**config.mk**
```make
export PLATFORM = sky130hd
export DESIGN_NAME = pit_top
export DESIGN_NICKNAME = d
export VERILOG_FILES = /design/src/verilog/pit_bus_pkg.sv /design/src/verilog/pit_count_pkg.sv /design/src/verilog/pit_bus_decode.sv /design/src/verilog/pit_channel_regs.sv /design/src/verilog/pit_down_counter.sv /design/src/verilog/pit_top.sv
export VERILOG_INCLUDE_DIRS = /design/src /design/src/include
export SDC_FILE = /design/constraint.sdc
export NUM_CORES = 1
export LEC_CHECK = 0
export BUFFER_PORTS_ARGS = -buffer_cell sky130_fd_sc_hd__buf_2
export CAP_MARGIN = 20
export CORE_UTILIZATION = 24
export DETAILED_ROUTE_END_ITERATION = 12
export SYNTH_ARGS = -nofsm -noshare
export SYNTH_HDL_FRONTEND = slang
export SYNTH_SLANG_ARGS = --single-unit
```
**constraint.sdc**
```tcl
create_clock -name clk -period 5.1 [get_ports clk]
set_clock_uncertainty 0.05 [all_clocks]
set_input_delay 1.02 -clock clk [delete_from_list [all_inputs] [get_ports clk]]
set_output_delay 1.02 -clock clk [all_outputs]
set_load 0.005 [all_outputs]
```
**src/include/pit_consts.svh**
```systemverilog
// Interval timer constants
`ifndef PIT_CONSTS_SVH
`define PIT_CONSTS_SVH

// Register bus data width
`define PIT_DATA_W 8

// Width of each channel counter
`define PIT_COUNT_W 16

// Channels behind the shared bus
`define PIT_NUM_CH 3

// Control word address
// Channel addresses run 0 to 2 below it
`define PIT_ADDR_CTRL 3

`endif

```
**src/verilog/pit_bus_pkg.sv**
```systemverilog
// Register bus types
package pit_bus_pkg;

	// Access order field, control word bits 5:4
	// Zero is not an order but the counter latch command
	typedef enum logic [1:0] {
		ACC_LATCH   = 2'b00,
		ACC_LSB     = 2'b01,
		ACC_MSB     = 2'b10,
		ACC_LSB_MSB = 2'b11
	} pit_access_e;

endpackage

```
**src/verilog/pit_count_pkg.sv**
```systemverilog
// Counting types
`include "pit_consts.svh"

package pit_count_pkg;

	// One channel count value
	typedef logic [`PIT_COUNT_W-1:0] pit_count_t;

	// Counting mode, control word bits 3:1
	// Only modes 0, 2 and 3 are supported
	// MODE_NONE holds the channel idle with out low
	typedef enum logic [2:0] {
		MODE_TERMINAL = 3'd0,
		MODE_NONE     = 3'd1,
		MODE_RATE     = 3'd2,
		MODE_SQUARE   = 3'd3
	} pit_mode_e;

	// Byte-load progress of a count write
	typedef enum logic [1:0] {
		LD_IDLE       = 2'd0,
		LD_WAIT_FIRST = 2'd1,
		LD_WAIT_MSB   = 2'd2,
		LD_DONE       = 2'd3
	} pit_load_state_e;

endpackage

```
**src/verilog/pit_bus_decode.sv**
```systemverilog
// Interval timer bus decoder
`timescale 1ns/100ps
`include "pit_consts.svh"

module pit_bus_decode (
	input  logic                                   clk,
	input  logic                                   rst_n,
	input  logic                                   cs_n,
	input  logic                                   rd_n,
	input  logic                                   wr_n,
	input  logic [1:0]                             addr,
	input  logic [`PIT_DATA_W-1:0]                 wdata,
	input  logic [`PIT_NUM_CH-1:0][`PIT_DATA_W-1:0] latch_byte,
	output logic [`PIT_DATA_W-1:0]                 rdata,
	output logic [`PIT_NUM_CH-1:0]                 ctrl_wr,
	output logic [`PIT_NUM_CH-1:0]                 latch_cmd,
	output logic [`PIT_NUM_CH-1:0]                 count_wr,
	output logic [`PIT_NUM_CH-1:0]                 rd_sel
);

	import pit_bus_pkg::*;

	logic                   wr_n_q;
	logic                   rd_n_q;
	logic                   wr_stb;
	logic                   rd_stb;
	logic                   ctrl_hit;
	logic [1:0]             ch_sel;
	pit_access_e            acc;
	logic [`PIT_DATA_W-1:0] read_mux;

	// Previous strobe levels for falling edge detect
	always_ff @(posedge clk or negedge rst_n) begin
		if (!rst_n) begin
			wr_n_q <= 1'b1;
			rd_n_q <= 1'b1;
		end else begin
			wr_n_q <= wr_n;
			rd_n_q <= rd_n;
		end
	end

	// One strobe per access, first low cycle only
	assign wr_stb = ~cs_n & ~wr_n & wr_n_q;
	assign rd_stb = ~cs_n & ~rd_n & rd_n_q;

	// Control word fields
	assign ctrl_hit = wr_stb & (addr == 2'(`PIT_ADDR_CTRL));
	assign ch_sel   = wdata[7:6];
	assign acc      = pit_access_e'(wdata[5:4]);

	// Per-channel strobes
	// Select value 3 matches no channel and drops the write
	for (genvar i = 0; i < `PIT_NUM_CH; i++) begin : g_strobe
		assign ctrl_wr[i]   = ctrl_hit & (ch_sel == 2'(i)) & (acc != ACC_LATCH);
		assign latch_cmd[i] = ctrl_hit & (ch_sel == 2'(i)) & (acc == ACC_LATCH);
		assign count_wr[i]  = wr_stb & (addr == 2'(i));
		assign rd_sel[i]    = rd_stb & (addr == 2'(i));
	end

	// Addressed channel's next read byte
	always_comb begin
		read_mux = '0;
		for (int i = 0; i < `PIT_NUM_CH; i++) begin
			if (addr == 2'(i)) begin
				read_mux = latch_byte[i];
			end
		end
	end

	// Read data, captured at the end of the read cycle
	// A read of the control address leaves it alone
	always_ff @(posedge clk or negedge rst_n) begin
		if (!rst_n) begin
			rdata <= '0;
		end else if (rd_stb && (addr != 2'(`PIT_ADDR_CTRL))) begin
			rdata <= read_mux;
		end
	end

	// Bus master never drives both strobes in one access
	a_no_rd_wr_overlap : assert property (@(posedge clk) disable iff (!rst_n)
		!cs_n |-> !(!rd_n && !wr_n));

endmodule

```
**src/verilog/pit_channel_regs.sv**
```systemverilog
// Interval timer channel registers
`timescale 1ns/100ps
`include "pit_consts.svh"

module pit_channel_regs (
	input  logic                    clk,
	input  logic                    rst_n,
	input  logic [`PIT_DATA_W-1:0]  wdata,
	input  logic                    ctrl_wr,
	input  logic                    latch_cmd,
	input  logic                    count_wr,
	input  logic                    rd_sel,
	input  pit_count_pkg::pit_count_t cur_count,
	output pit_count_pkg::pit_mode_e  mode,
	output pit_count_pkg::pit_count_t count_value,
	output logic                    load_pulse,
	output logic                    mode_pulse,
	output logic [`PIT_DATA_W-1:0]  latch_byte
);

	import pit_bus_pkg::*;
	import pit_count_pkg::*;

	pit_access_e            access;
	pit_load_state_e        ld_state;
	pit_mode_e              mode_dec;
	logic [`PIT_DATA_W-1:0] cnt_lsb;
	logic [`PIT_DATA_W-1:0] cnt_msb;
	pit_count_t             latch_q;
	logic                   rd_msb;

	// Mode field decode, 7 aliases square wave
	always_comb begin
		case (wdata[3:1])
			3'd0:       mode_dec = MODE_TERMINAL;
			3'd2:       mode_dec = MODE_RATE;
			3'd3, 3'd7: mode_dec = MODE_SQUARE;
			default:    mode_dec = MODE_NONE;
		endcase
	end

	// Control word and count byte loading
	always_ff @(posedge clk or negedge rst_n) begin
		if (!rst_n) begin
			access     <= ACC_LATCH;
			mode       <= MODE_NONE;
			ld_state   <= LD_IDLE;
			cnt_lsb    <= '0;
			cnt_msb    <= '0;
			load_pulse <= 1'b0;
			mode_pulse <= 1'b0;
		end else begin
			load_pulse <= 1'b0;
			mode_pulse <= 1'b0;
			if (ctrl_wr) begin
				// New control word restarts the byte sequence
				access     <= pit_access_e'(wdata[5:4]);
				mode       <= mode_dec;
				ld_state   <= LD_WAIT_FIRST;
				mode_pulse <= 1'b1;
			end else if (count_wr) begin
				case (ld_state)
					LD_WAIT_FIRST, LD_DONE: begin
						case (access)
							ACC_LSB: begin
								cnt_lsb    <= wdata;
								cnt_msb    <= '0;
								ld_state   <= LD_DONE;
								load_pulse <= 1'b1;
							end
							ACC_MSB: begin
								cnt_lsb    <= '0;
								cnt_msb    <= wdata;
								ld_state   <= LD_DONE;
								load_pulse <= 1'b1;
							end
							ACC_LSB_MSB: begin
								// Hold off the load until the MSB
								cnt_lsb  <= wdata;
								ld_state <= LD_WAIT_MSB;
							end
							default: begin
								ld_state <= ld_state;
							end
						endcase
					end
					LD_WAIT_MSB: begin
						cnt_msb    <= wdata;
						ld_state   <= LD_DONE;
						load_pulse <= 1'b1;
					end
					// No control word yet, count bytes ignored
					default: begin
						ld_state <= LD_IDLE;
					end
				endcase
			end
		end
	end

	assign count_value = {cnt_msb, cnt_lsb};

	// Counter latch and read byte pointer
	always_ff @(posedge clk or negedge rst_n) begin
		if (!rst_n) begin
			latch_q <= '0;
			rd_msb  <= 1'b0;
		end else begin
			if (latch_cmd) begin
				latch_q <= cur_count;
			end
			if (ctrl_wr) begin
				rd_msb <= 1'b0;
			end else if (rd_sel) begin
				rd_msb <= ~rd_msb;
			end
		end
	end

	// LSB first, then MSB
	assign latch_byte = rd_msb ? latch_q[`PIT_COUNT_W-1:`PIT_DATA_W] : latch_q[`PIT_DATA_W-1:0];

	// A load pulse always comes from the write of the last count byte
	a_load_after_write : assert property (@(posedge clk) disable iff (!rst_n)
		load_pulse |-> $past(count_wr));

endmodule

```
**src/verilog/pit_down_counter.sv**
```systemverilog
// Interval timer down counter
`timescale 1ns/100ps
`include "pit_consts.svh"

module pit_down_counter (
	input  logic                      clk,
	input  logic                      rst_n,
	input  logic                      tick,
	input  logic                      gate,
	input  pit_count_pkg::pit_mode_e  mode,
	input  pit_count_pkg::pit_count_t count_value,
	input  logic                      load_pulse,
	input  logic                      mode_pulse,
	output logic                      out,
	output pit_count_pkg::pit_count_t cur_count
);

	import pit_count_pkg::*;

	pit_count_t count;
	pit_count_t count_d;
	pit_count_t load_value;
	pit_count_t eff_value;
	pit_count_t half_value;
	logic       pending;
	logic       active;
	logic       load_now;
	logic       step;
	logic       out_d;

	// Written zero stands for the full count
	assign eff_value  = (count_value == '0) ? '1 : count_value;
	// Half of the value being loaded on a load tick, else of the last one
	assign half_value = (load_now ? eff_value : load_value) >> 1;

	// First tick after a load takes the count, gate or not
	assign load_now = tick & pending;
	// Later ticks count only with gate high
	assign step     = tick & active & gate & ~pending;

	// Next count
	always_comb begin
		count_d = count;
		if (load_now) begin
			count_d = eff_value;
		end else if (step) begin
			if (count == '0) begin
				// Terminal count holds, periodic modes reload
				count_d = (mode == MODE_TERMINAL) ? count : load_value;
			end else begin
				count_d = count - 1'b1;
			end
		end
	end

	// Output level from the next count
	always_comb begin
		out_d = 1'b0;
		if (active || load_now) begin
			case (mode)
				MODE_TERMINAL: out_d = (count_d == '0);
				MODE_RATE:     out_d = (count_d != '0);
				// High half of the period, or forced high by gate low
				MODE_SQUARE:   out_d = !gate || (count_d > half_value);
				default:       out_d = 1'b0;
			endcase
		end
	end

	always_ff @(posedge clk or negedge rst_n) begin
		if (!rst_n) begin
			count      <= '0;
			load_value <= '0;
			pending    <= 1'b0;
			active     <= 1'b0;
			out        <= 1'b0;
		end else if (mode_pulse) begin
			// Control write parks the channel until the next load
			pending <= 1'b0;
			active  <= 1'b0;
			out     <= 1'b0;
		end else begin
			count <= count_d;
			out   <= out_d;
			if (load_now) begin
				load_value <= eff_value;
				active     <= 1'b1;
			end
			// Unsupported modes never arm a load
			if (load_pulse && (mode != MODE_NONE)) begin
				pending <= 1'b1;
			end else if (load_now) begin
				pending <= 1'b0;
			end
		end
	end

	assign cur_count = count;

	// Counting only ever moves down from the value last loaded
	a_count_bounded : assert property (@(posedge clk) disable iff (!rst_n)
		(active && !pending) |-> (count <= load_value));

endmodule

```
**src/verilog/pit_top.sv**
```systemverilog
// Programmable interval timer top
`timescale 1ns/100ps
`include "pit_consts.svh"

module pit_top (
	input  logic                   clk,
	input  logic                   rst_n,
	input  logic                   cs_n,
	input  logic                   rd_n,
	input  logic                   wr_n,
	input  logic [1:0]             addr,
	input  logic [`PIT_DATA_W-1:0] wdata,
	output logic [`PIT_DATA_W-1:0] rdata,
	input  logic [`PIT_NUM_CH-1:0] gate,
	input  logic [`PIT_NUM_CH-1:0] tick,
	output logic [`PIT_NUM_CH-1:0] out
);

	import pit_count_pkg::*;

	// Per-channel bus strobes
	logic [`PIT_NUM_CH-1:0]                  ctrl_wr;
	logic [`PIT_NUM_CH-1:0]                  latch_cmd;
	logic [`PIT_NUM_CH-1:0]                  count_wr;
	logic [`PIT_NUM_CH-1:0]                  rd_sel;
	logic [`PIT_NUM_CH-1:0][`PIT_DATA_W-1:0] latch_byte;

	pit_bus_decode i_decode (
		.clk        (clk),
		.rst_n      (rst_n),
		.cs_n       (cs_n),
		.rd_n       (rd_n),
		.wr_n       (wr_n),
		.addr       (addr),
		.wdata      (wdata),
		.latch_byte (latch_byte),
		.rdata      (rdata),
		.ctrl_wr    (ctrl_wr),
		.latch_cmd  (latch_cmd),
		.count_wr   (count_wr),
		.rd_sel     (rd_sel)
	);

	// One register block and one counter per channel
	for (genvar i = 0; i < `PIT_NUM_CH; i++) begin : g_ch
		pit_mode_e  mode;
		pit_count_t count_value;
		pit_count_t cur_count;
		logic       load_pulse;
		logic       mode_pulse;

		pit_channel_regs i_regs (
			.clk         (clk),
			.rst_n       (rst_n),
			.wdata       (wdata),
			.ctrl_wr     (ctrl_wr[i]),
			.latch_cmd   (latch_cmd[i]),
			.count_wr    (count_wr[i]),
			.rd_sel      (rd_sel[i]),
			.cur_count   (cur_count),
			.mode        (mode),
			.count_value (count_value),
			.load_pulse  (load_pulse),
			.mode_pulse  (mode_pulse),
			.latch_byte  (latch_byte[i])
		);

		pit_down_counter i_counter (
			.clk         (clk),
			.rst_n       (rst_n),
			.tick        (tick[i]),
			.gate        (gate[i]),
			.mode        (mode),
			.count_value (count_value),
			.load_pulse  (load_pulse),
			.mode_pulse  (mode_pulse),
			.out         (out[i]),
			.cur_count   (cur_count)
		);
	end

endmodule

```
==> reports/qor.csv, run 1 <==
stage,metric,value,unit
run_status,outcome,finished clean,
logic_synthesis,synth_largest_area_cell,dfrtp_1,
logic_synthesis,ys_types,82,
critical_path,critPathLaunchType,flop,
cells_and_area,layout.cells.non_filler,2369,
power_and_ir_drop,cellPowerDensity,375,nW/um^2
min_path,holdPathEnd,i_decode.rdata[1],
logic_synthesis,synth-async-reset-ratio,1.00,
detailed_routing,wl_per_cell,18.3,um
sta,rsz0062_at_grt,no,
global_route,grt_use_total,0.144,
logic_synthesis,synth-edff-count,0,
clock_tree,clkLatencyLatePin,0.56,ns
logic_synthesis,synth_area_per_cell,8.88,sq um
power_and_ir_drop,power,6.02,mW
critical_path,rrSetupSlack,0.67,ns
logic_synthesis,synth_top_area_frac,0.415,
min_path,hold_start,i_decode.rdata[1],
sta,max_slew_margin,0.309,
place,pre_cts_ws,0.553,ns
logic_synthesis,synth_fp_nets,1670,
detailed_routing,dr_total_vias,12116,
detailed_routing,drtIter0Drc,1326,
critical_path,reg2reg_from,g_ch[1].i_counter.cur_count[0],
critical_path,worst-path-buf-inv,1,
logic_synthesis,synth_most_common_cell,dfrtp_1,
critical_path,critPathMaxFanout,7,
cells_and_area,area_delta_synth_final,14.1,%
clock_tree,cts_setup_buffers,0,
clock_tree,clk_pin_slew,0.06,ns
floorplan,die-height,244,um
clock_tree,cts_max_level,1,
min_path,min_path_type,reg2reg,
floorplan,dieWidth,244,um
min_path,min_path_cells,2,
global_route,grt_antenna_before_repair,3,
place,gp_congestion,0.960,
clock_tree,cts-root-buf,clkbuf_16,
place,dp_cells,2311,
sta,setup_viol,0,
clock_tree,cts_sinks,238,
global_route,grt_start_max_net_pins,133,
sta,period_share,0.869,
floorplan,coreArea,57800,sq um
clock_tree,ctsResizeCount,0,
detailed_routing,wirelength,43.3,mm
clock_tree,cts_buffers,28,
logic_synthesis,ys_seq_area_frac,0.424,
critical_path,crit_required,5.46,ns
detailed_routing,drc,0,
logic_synthesis,synth-main-ff-cell,dfrtp_1,
critical_path,path_class,reg2reg,
sta,tightest_slew,1.04,ns
floorplan,die_area,59600,sq um
place,hpwl,31.7,mm
logic_synthesis,syn_area,14100,sq um
logic_synthesis,yosysWarnings,0,
critical_path,worstRegToRegCells,16,
sta,tns,0,ns
critical_path,r2r-end,g_ch[1].i_counter.out,
global_route,grt_pass1_vias,11681,
sta,slew_violations,0,
logic_synthesis,syn_inst,1584,
detailed_routing,viasPerCell,5.11,
critical_path,worst_path_max_delay_cell,or4b_2,
global_route,grt_pass1_wl,68.5,mm
power_and_ir_drop,power_leakage,6.97,nW
clock_tree,clockBufferDepth,3,
critical_path,crit_chain,inv_1 -> ha_1 -> or4b_2 -> or4_1 -> a21oi_1 -> a31oi_1 -> a22oi_1 -> ha_1 -> and3_1 -> a221oi_1 -> o21ai_0 -> o21a_1 -> o21ai_0 -> a21oi_1 -> o311ai_0 -> mux2i_1,
logic_synthesis,synth-seq-cells,238,
logic_synthesis,synth_common_cells,"dfrtp_1 (233), nor2_1 (205), nand2_1 (196), a21oi_1 (109), o21ai_0 (92)",
power_and_ir_drop,ir_drop,231,uV
critical_path,arrival,4.79,ns
critical_path,end_kind,flop,
cells_and_area,layout.nets,1667,
cells_and_area,register_area,5960,sq um
critical_path,slowest_delay,0.70,ns
critical_path,critical-path-top-delay-family,compound AO/OA/AOI/OAI gates,
floorplan,start_util,0.243,
floorplan,pin_count,32,
clock_tree,cts_hold_buf,0,
job,drv_cap,0,
floorplan,rows,88,
sta,finalWorstSetupSlack,0.670,ns
cells_and_area,fillers,6133,
cells_and_area,multi_input_area,7570,sq um
global_route,grt-ovfl-total,0,
cells_and_area,drive_gt1_frac,0.152,
logic_synthesis,synth_area_leaders,"dfrtp_1 (41%), mux2_2 (6.4%), ha_1 (5.8%)",
detailed_routing,ant_nets,0,
clock_tree,tritoncts,built,
sta,hold_ws,0.428,ns
sta,hold_viol,0,
sta,fin_crit,4.43,ns
detailed_routing,drtPass1Iterations,5,
sta,fmax,226,MHz
place,io_buffers,31,
==> worst max-delay path by stage <==
stage,slack [ns],depth (start not counted),from,to
after floorplan,1.14,14,tick[0],g_ch[0].i_counter.out
after global placement,0.57,14,tick[0],g_ch[0].i_counter.out
after detailed placement,0.55,14,tick[0],g_ch[0].i_counter.out
after CTS,0.73,16,g_ch[1].i_counter.cur_count[0],g_ch[1].i_counter.out
after global routing,0.27,16,g_ch[1].i_counter.cur_count[0],g_ch[1].i_counter.out
final,0.67,16,g_ch[1].i_counter.cur_count[0],g_ch[1].i_counter.out
==> per-layer routing <==
layer  global-route usage  routed length, um
met2                0.215              18500
met4               0.0382               1130
met1                0.209              20500
met5                    0                  0
met3               0.0267               3160
==> tightest hold or removal path, cell delays in order (launching register included) <==
cell	delay (ns)
dfrtp_1	0.34
nand2_1	0.05
o21ai_0	0.06
==> cell families after synthesis <==
kind of cell,count (synthesis),synth area share
simple gates,648,0.224
compound gates,374,0.163
flops,238,0.424
buf+inv,138,0.0395
mux,111,0.0862
fa+ha+maj,65,0.0578
xor+xnor,10,0.00623
==> where the power goes <==
group	internal, mW	leakage, nW	total [mW]	switching, mW
logic	0.620	3.52	1.45	0.828
registers	2.11	2.97	2.54	0.426
clock network	1.21	0.468	2.04	0.821
total	3.95	6.97	6.02	2.08
==> cell usage in the layout (no fill, tap or decap), drive strengths merged, types with 10 or more instances in the layout <==
cell type,synthesis,final
dfrtp,233,233
nor2,207,207
nand2,196,196
a21oi,110,110
o21ai,93,93
mux2,81,81
buf,17,66
ha,65,65
nand3,57,57
o22ai,54,54
inv,35,38
clkbuf,83,38
nor4,31,31
mux2i,30,30
nor3,29,29
nand4,23,23
a31oi,19,19
or4,16,16
nand2b,15,15
a211oi,13,13
o31ai,11,11
or3,11,11
or2,10,10
clkinv,3,10
==> state kept, by name, indices dropped and copies added, names as in the netlist <==
signal                     count
g_ch.i_counter.cur_count      48
g_ch.i_counter.load_value     48
g_ch.i_regs.latch_q           48
g_ch.i_regs.cnt_lsb           24
g_ch.i_regs.cnt_msb           24
i_decode.rdata                 8
g_ch.i_regs.access             6
g_ch.i_regs.ld_state           6
g_ch.i_regs.mode               6
g_ch.i_counter.active          3
g_ch.i_counter.out             3
g_ch.i_counter.pending         3
g_ch.i_regs.load_pulse         3
g_ch.i_regs.mode_pulse         3
g_ch.i_regs.rd_msb             3
i_decode.rd_n_q                1
i_decode.wr_n_q                1
==> layout make-up <==
type	count	area share
Clock buffer	37	0.0502
Antenna cell	2	0.000312
Sequential cell	238	0.371
Clock inverter	14	0.00865
Tap cell	765	0.0596
Multi-Input combinational cell	1208	0.472
Timing Repair Buffer	67	0.0292
Inverter	38	0.00889
==> per-stage QoR <==
| stage | utilization | area [sq um] |
|---|---|---|
| after floorplan | - | 14100 |
| after global placement | 0.260 | 15000 |
| after detailed placement | 0.260 | 15000 |
| after CTS | 0.277 | 16000 |
| after global routing | 0.278 | 16000 |
| final | 0.278 | 16100 |
Note: power is estimated with default switching activity, not from simulation.
==> run 2: changes to the inputs <==
--- a/config.mk
+++ b/config.mk
@@ -6,7 +6,7 @@
 export SDC_FILE = /design/constraint.sdc
 export NUM_CORES = 1
 export LEC_CHECK = 0
-export BUFFER_PORTS_ARGS = -buffer_cell sky130_fd_sc_hd__buf_2
+export BUFFER_PORTS_ARGS = -buffer_cell sky130_fd_sc_hd__buf_4
 export CAP_MARGIN = 20
 export CORE_UTILIZATION = 24
 export DETAILED_ROUTE_END_ITERATION = 12
==> run 2 against run 1 <==
First-iteration DRC count fell by 19%. Register-to-register slack got worse by 0.08 ns. Final area rose by 0.64%. Sequential power barely moved. Critical path type unchanged. Highest routed layer unchanged.
==> reports/qor.csv, run 2 (synthesis results as in run 1) <==
stage,metric,value,unit
run_status,outcome,finished clean,
critical_path,end_kind,flop,
place,io_buffers,31,
global_route,grt_use_total,0.147,
floorplan,die-height,244,um
cells_and_area,drive_gt1_frac,0.152,
clock_tree,cts_max_level,1,
floorplan,die_area,59600,sq um
clock_tree,cts_setup_buffers,0,
sta,tightest_slew,1.05,ns
floorplan,pin_count,32,
detailed_routing,wl_per_cell,18.7,um
clock_tree,clk_pin_slew,0.06,ns
clock_tree,ctsResizeCount,0,
critical_path,critPathMaxFanout,17,
detailed_routing,viasPerCell,5.18,
detailed_routing,drtIter0Drc,1074,
sta,period_share,0.885,
sta,max_slew_margin,0.298,
sta,hold_ws,0.440,ns
clock_tree,clkLatencyLatePin,0.58,ns
sta,rsz0062_at_grt,no,
critical_path,path_class,reg2reg,
place,hpwl,32.6,mm
global_route,grt_start_max_net_pins,129,
sta,fmax,222,MHz
clock_tree,cts-root-buf,clkbuf_16,
floorplan,rows,88,
floorplan,coreArea,57800,sq um
critical_path,crit_required,5.49,ns
clock_tree,tritoncts,built,
sta,hold_viol,0,
cells_and_area,layout.nets,1675,
sta,setup_viol,0,
place,gp_congestion,0.988,
cells_and_area,final_common_cell,dfrtp_1,
detailed_routing,drc,0,
power_and_ir_drop,power,6.07,mW
power_and_ir_drop,ir_drop,314,uV
detailed_routing,drtPass1Iterations,5,
detailed_routing,dr_total_vias,12313,
sta,fin_crit,4.51,ns
power_and_ir_drop,power_leakage,7.00,nW
global_route,grt_antenna_before_repair,0,
sta,slew_violations,0,
cells_and_area,area_delta_synth_final,14.8,%
clock_tree,clockBufferDepth,3,
clock_tree,cts_sinks,238,
cells_and_area,antenna_cells,0,
job,drv_cap,0,
min_path,min_path_type,reg2reg,
sta,tns,0,ns
global_route,grt-ovfl-total,0,
detailed_routing,ant_nets,0,
global_route,grt_pass1_wl,69.7,mm
critical_path,arrival,4.90,ns
floorplan,dieWidth,244,um
detailed_routing,wirelength,44.4,mm
global_route,grt_pass1_vias,11844,
clock_tree,cts_buffers,29,
cells_and_area,final_cell_mix,"dfrtp_1 (233), nor2_1 (202), nand2_1 (196)",
floorplan,start_util,0.243,
critical_path,critPathLaunchType,flop,
power_and_ir_drop,cellPowerDensity,376,nW/um^2
clock_tree,cts_hold_buf,0,
-- run 2: cell types whose count changed in the layout (fill, tap and decap cells not counted), sizes merged --
| cell | previous run | this run |
|---|---|---|
| inv | 38 | 37 |
| clkinv | 10 | 9 |
| diode | 2 | 0 |
| clkbuf | 38 | 44 |
| clkinvlp | 2 | 1 |
| buf | 66 | 73 |
-- run 2: per-stage QoR --
step / setup slack (ns) / instance area (sq um) / util / std cells
after floorplan: 1.14 / 14100 / - / 1584
after global placement: 0.564 / 15200 / 0.262 / 2319
final: 0.586 / 16200 / 0.279 / 2377
after CTS: 0.703 / 16100 / 0.279 / 2374
after detailed placement: 0.577 / 15200 / 0.263 / 2320
after global routing: 0.175 / 16200 / 0.279 / 2377
-- run 2: report_power, final --
part	switching, mW	total [mW]	internal, mW
registers	0.427	2.54	2.11
clock network	0.840	2.04	1.20
logic	0.851	1.48	0.633
total	2.12	6.07	3.95
-- run 2: area by class of cell --
class | instances | area (sq um)
fill | 6110 | 41700
multi-input combinational | 1208 | 7570
sequential | 238 | 5960
tap | 765 | 957
clock buffer | 43 | 808
timing repair buffer | 74 | 579
inverter | 38 | 143
clock inverter | 11 | 133
-- run 2: critical path, stage by stage (launching register included) --
cell and delay [ns]:
dfrtp_1 0.46, inv_1 0.13, ha_1 0.16, nor4b_2 0.46, and4_1 0.75, nand3_1 0.15
a31oi_1 0.34, ha_1 0.31, a21o_1 0.19, a21o_1 0.17, a21oi_1 0.20, o21ai_0 0.13
o21a_1 0.19, o21ai_0 0.15, a21oi_1 0.09, o311ai_0 0.32, mux2i_1 0.13
-- run 2: path summary, 6_finish.rpt --
check                      slack (ns)  cells after the start                          endpoint                            from
hold / removal                   0.44                      2                 i_decode.rdata[0]               i_decode.rdata[0]
hold reg to reg                  0.44                      2                 i_decode.rdata[0]               i_decode.rdata[0]
setup / recovery                 0.59                     16             g_ch[1].i_counter.out  g_ch[1].i_counter.cur_count[0]
setup reg to reg                 0.59                     16             g_ch[1].i_counter.out  g_ch[1].i_counter.cur_count[0]
max in group asynchronous        3.32                      2            g_ch[0].i_regs.mode[0]                           rst_n
min in group asynchronous        0.49                      1  g_ch[1].i_counter.load_value[15]                           rst_n
-- run 2: per-layer routing --
metal	global-route usage	up-vias	part of all wire
li1	-	5738	-
met1	0.211	5988	0.47
met2	0.220	493	0.43
met3	0.0274	94	0.070
met4	0.0485	0	0.032
met5	0	-	0
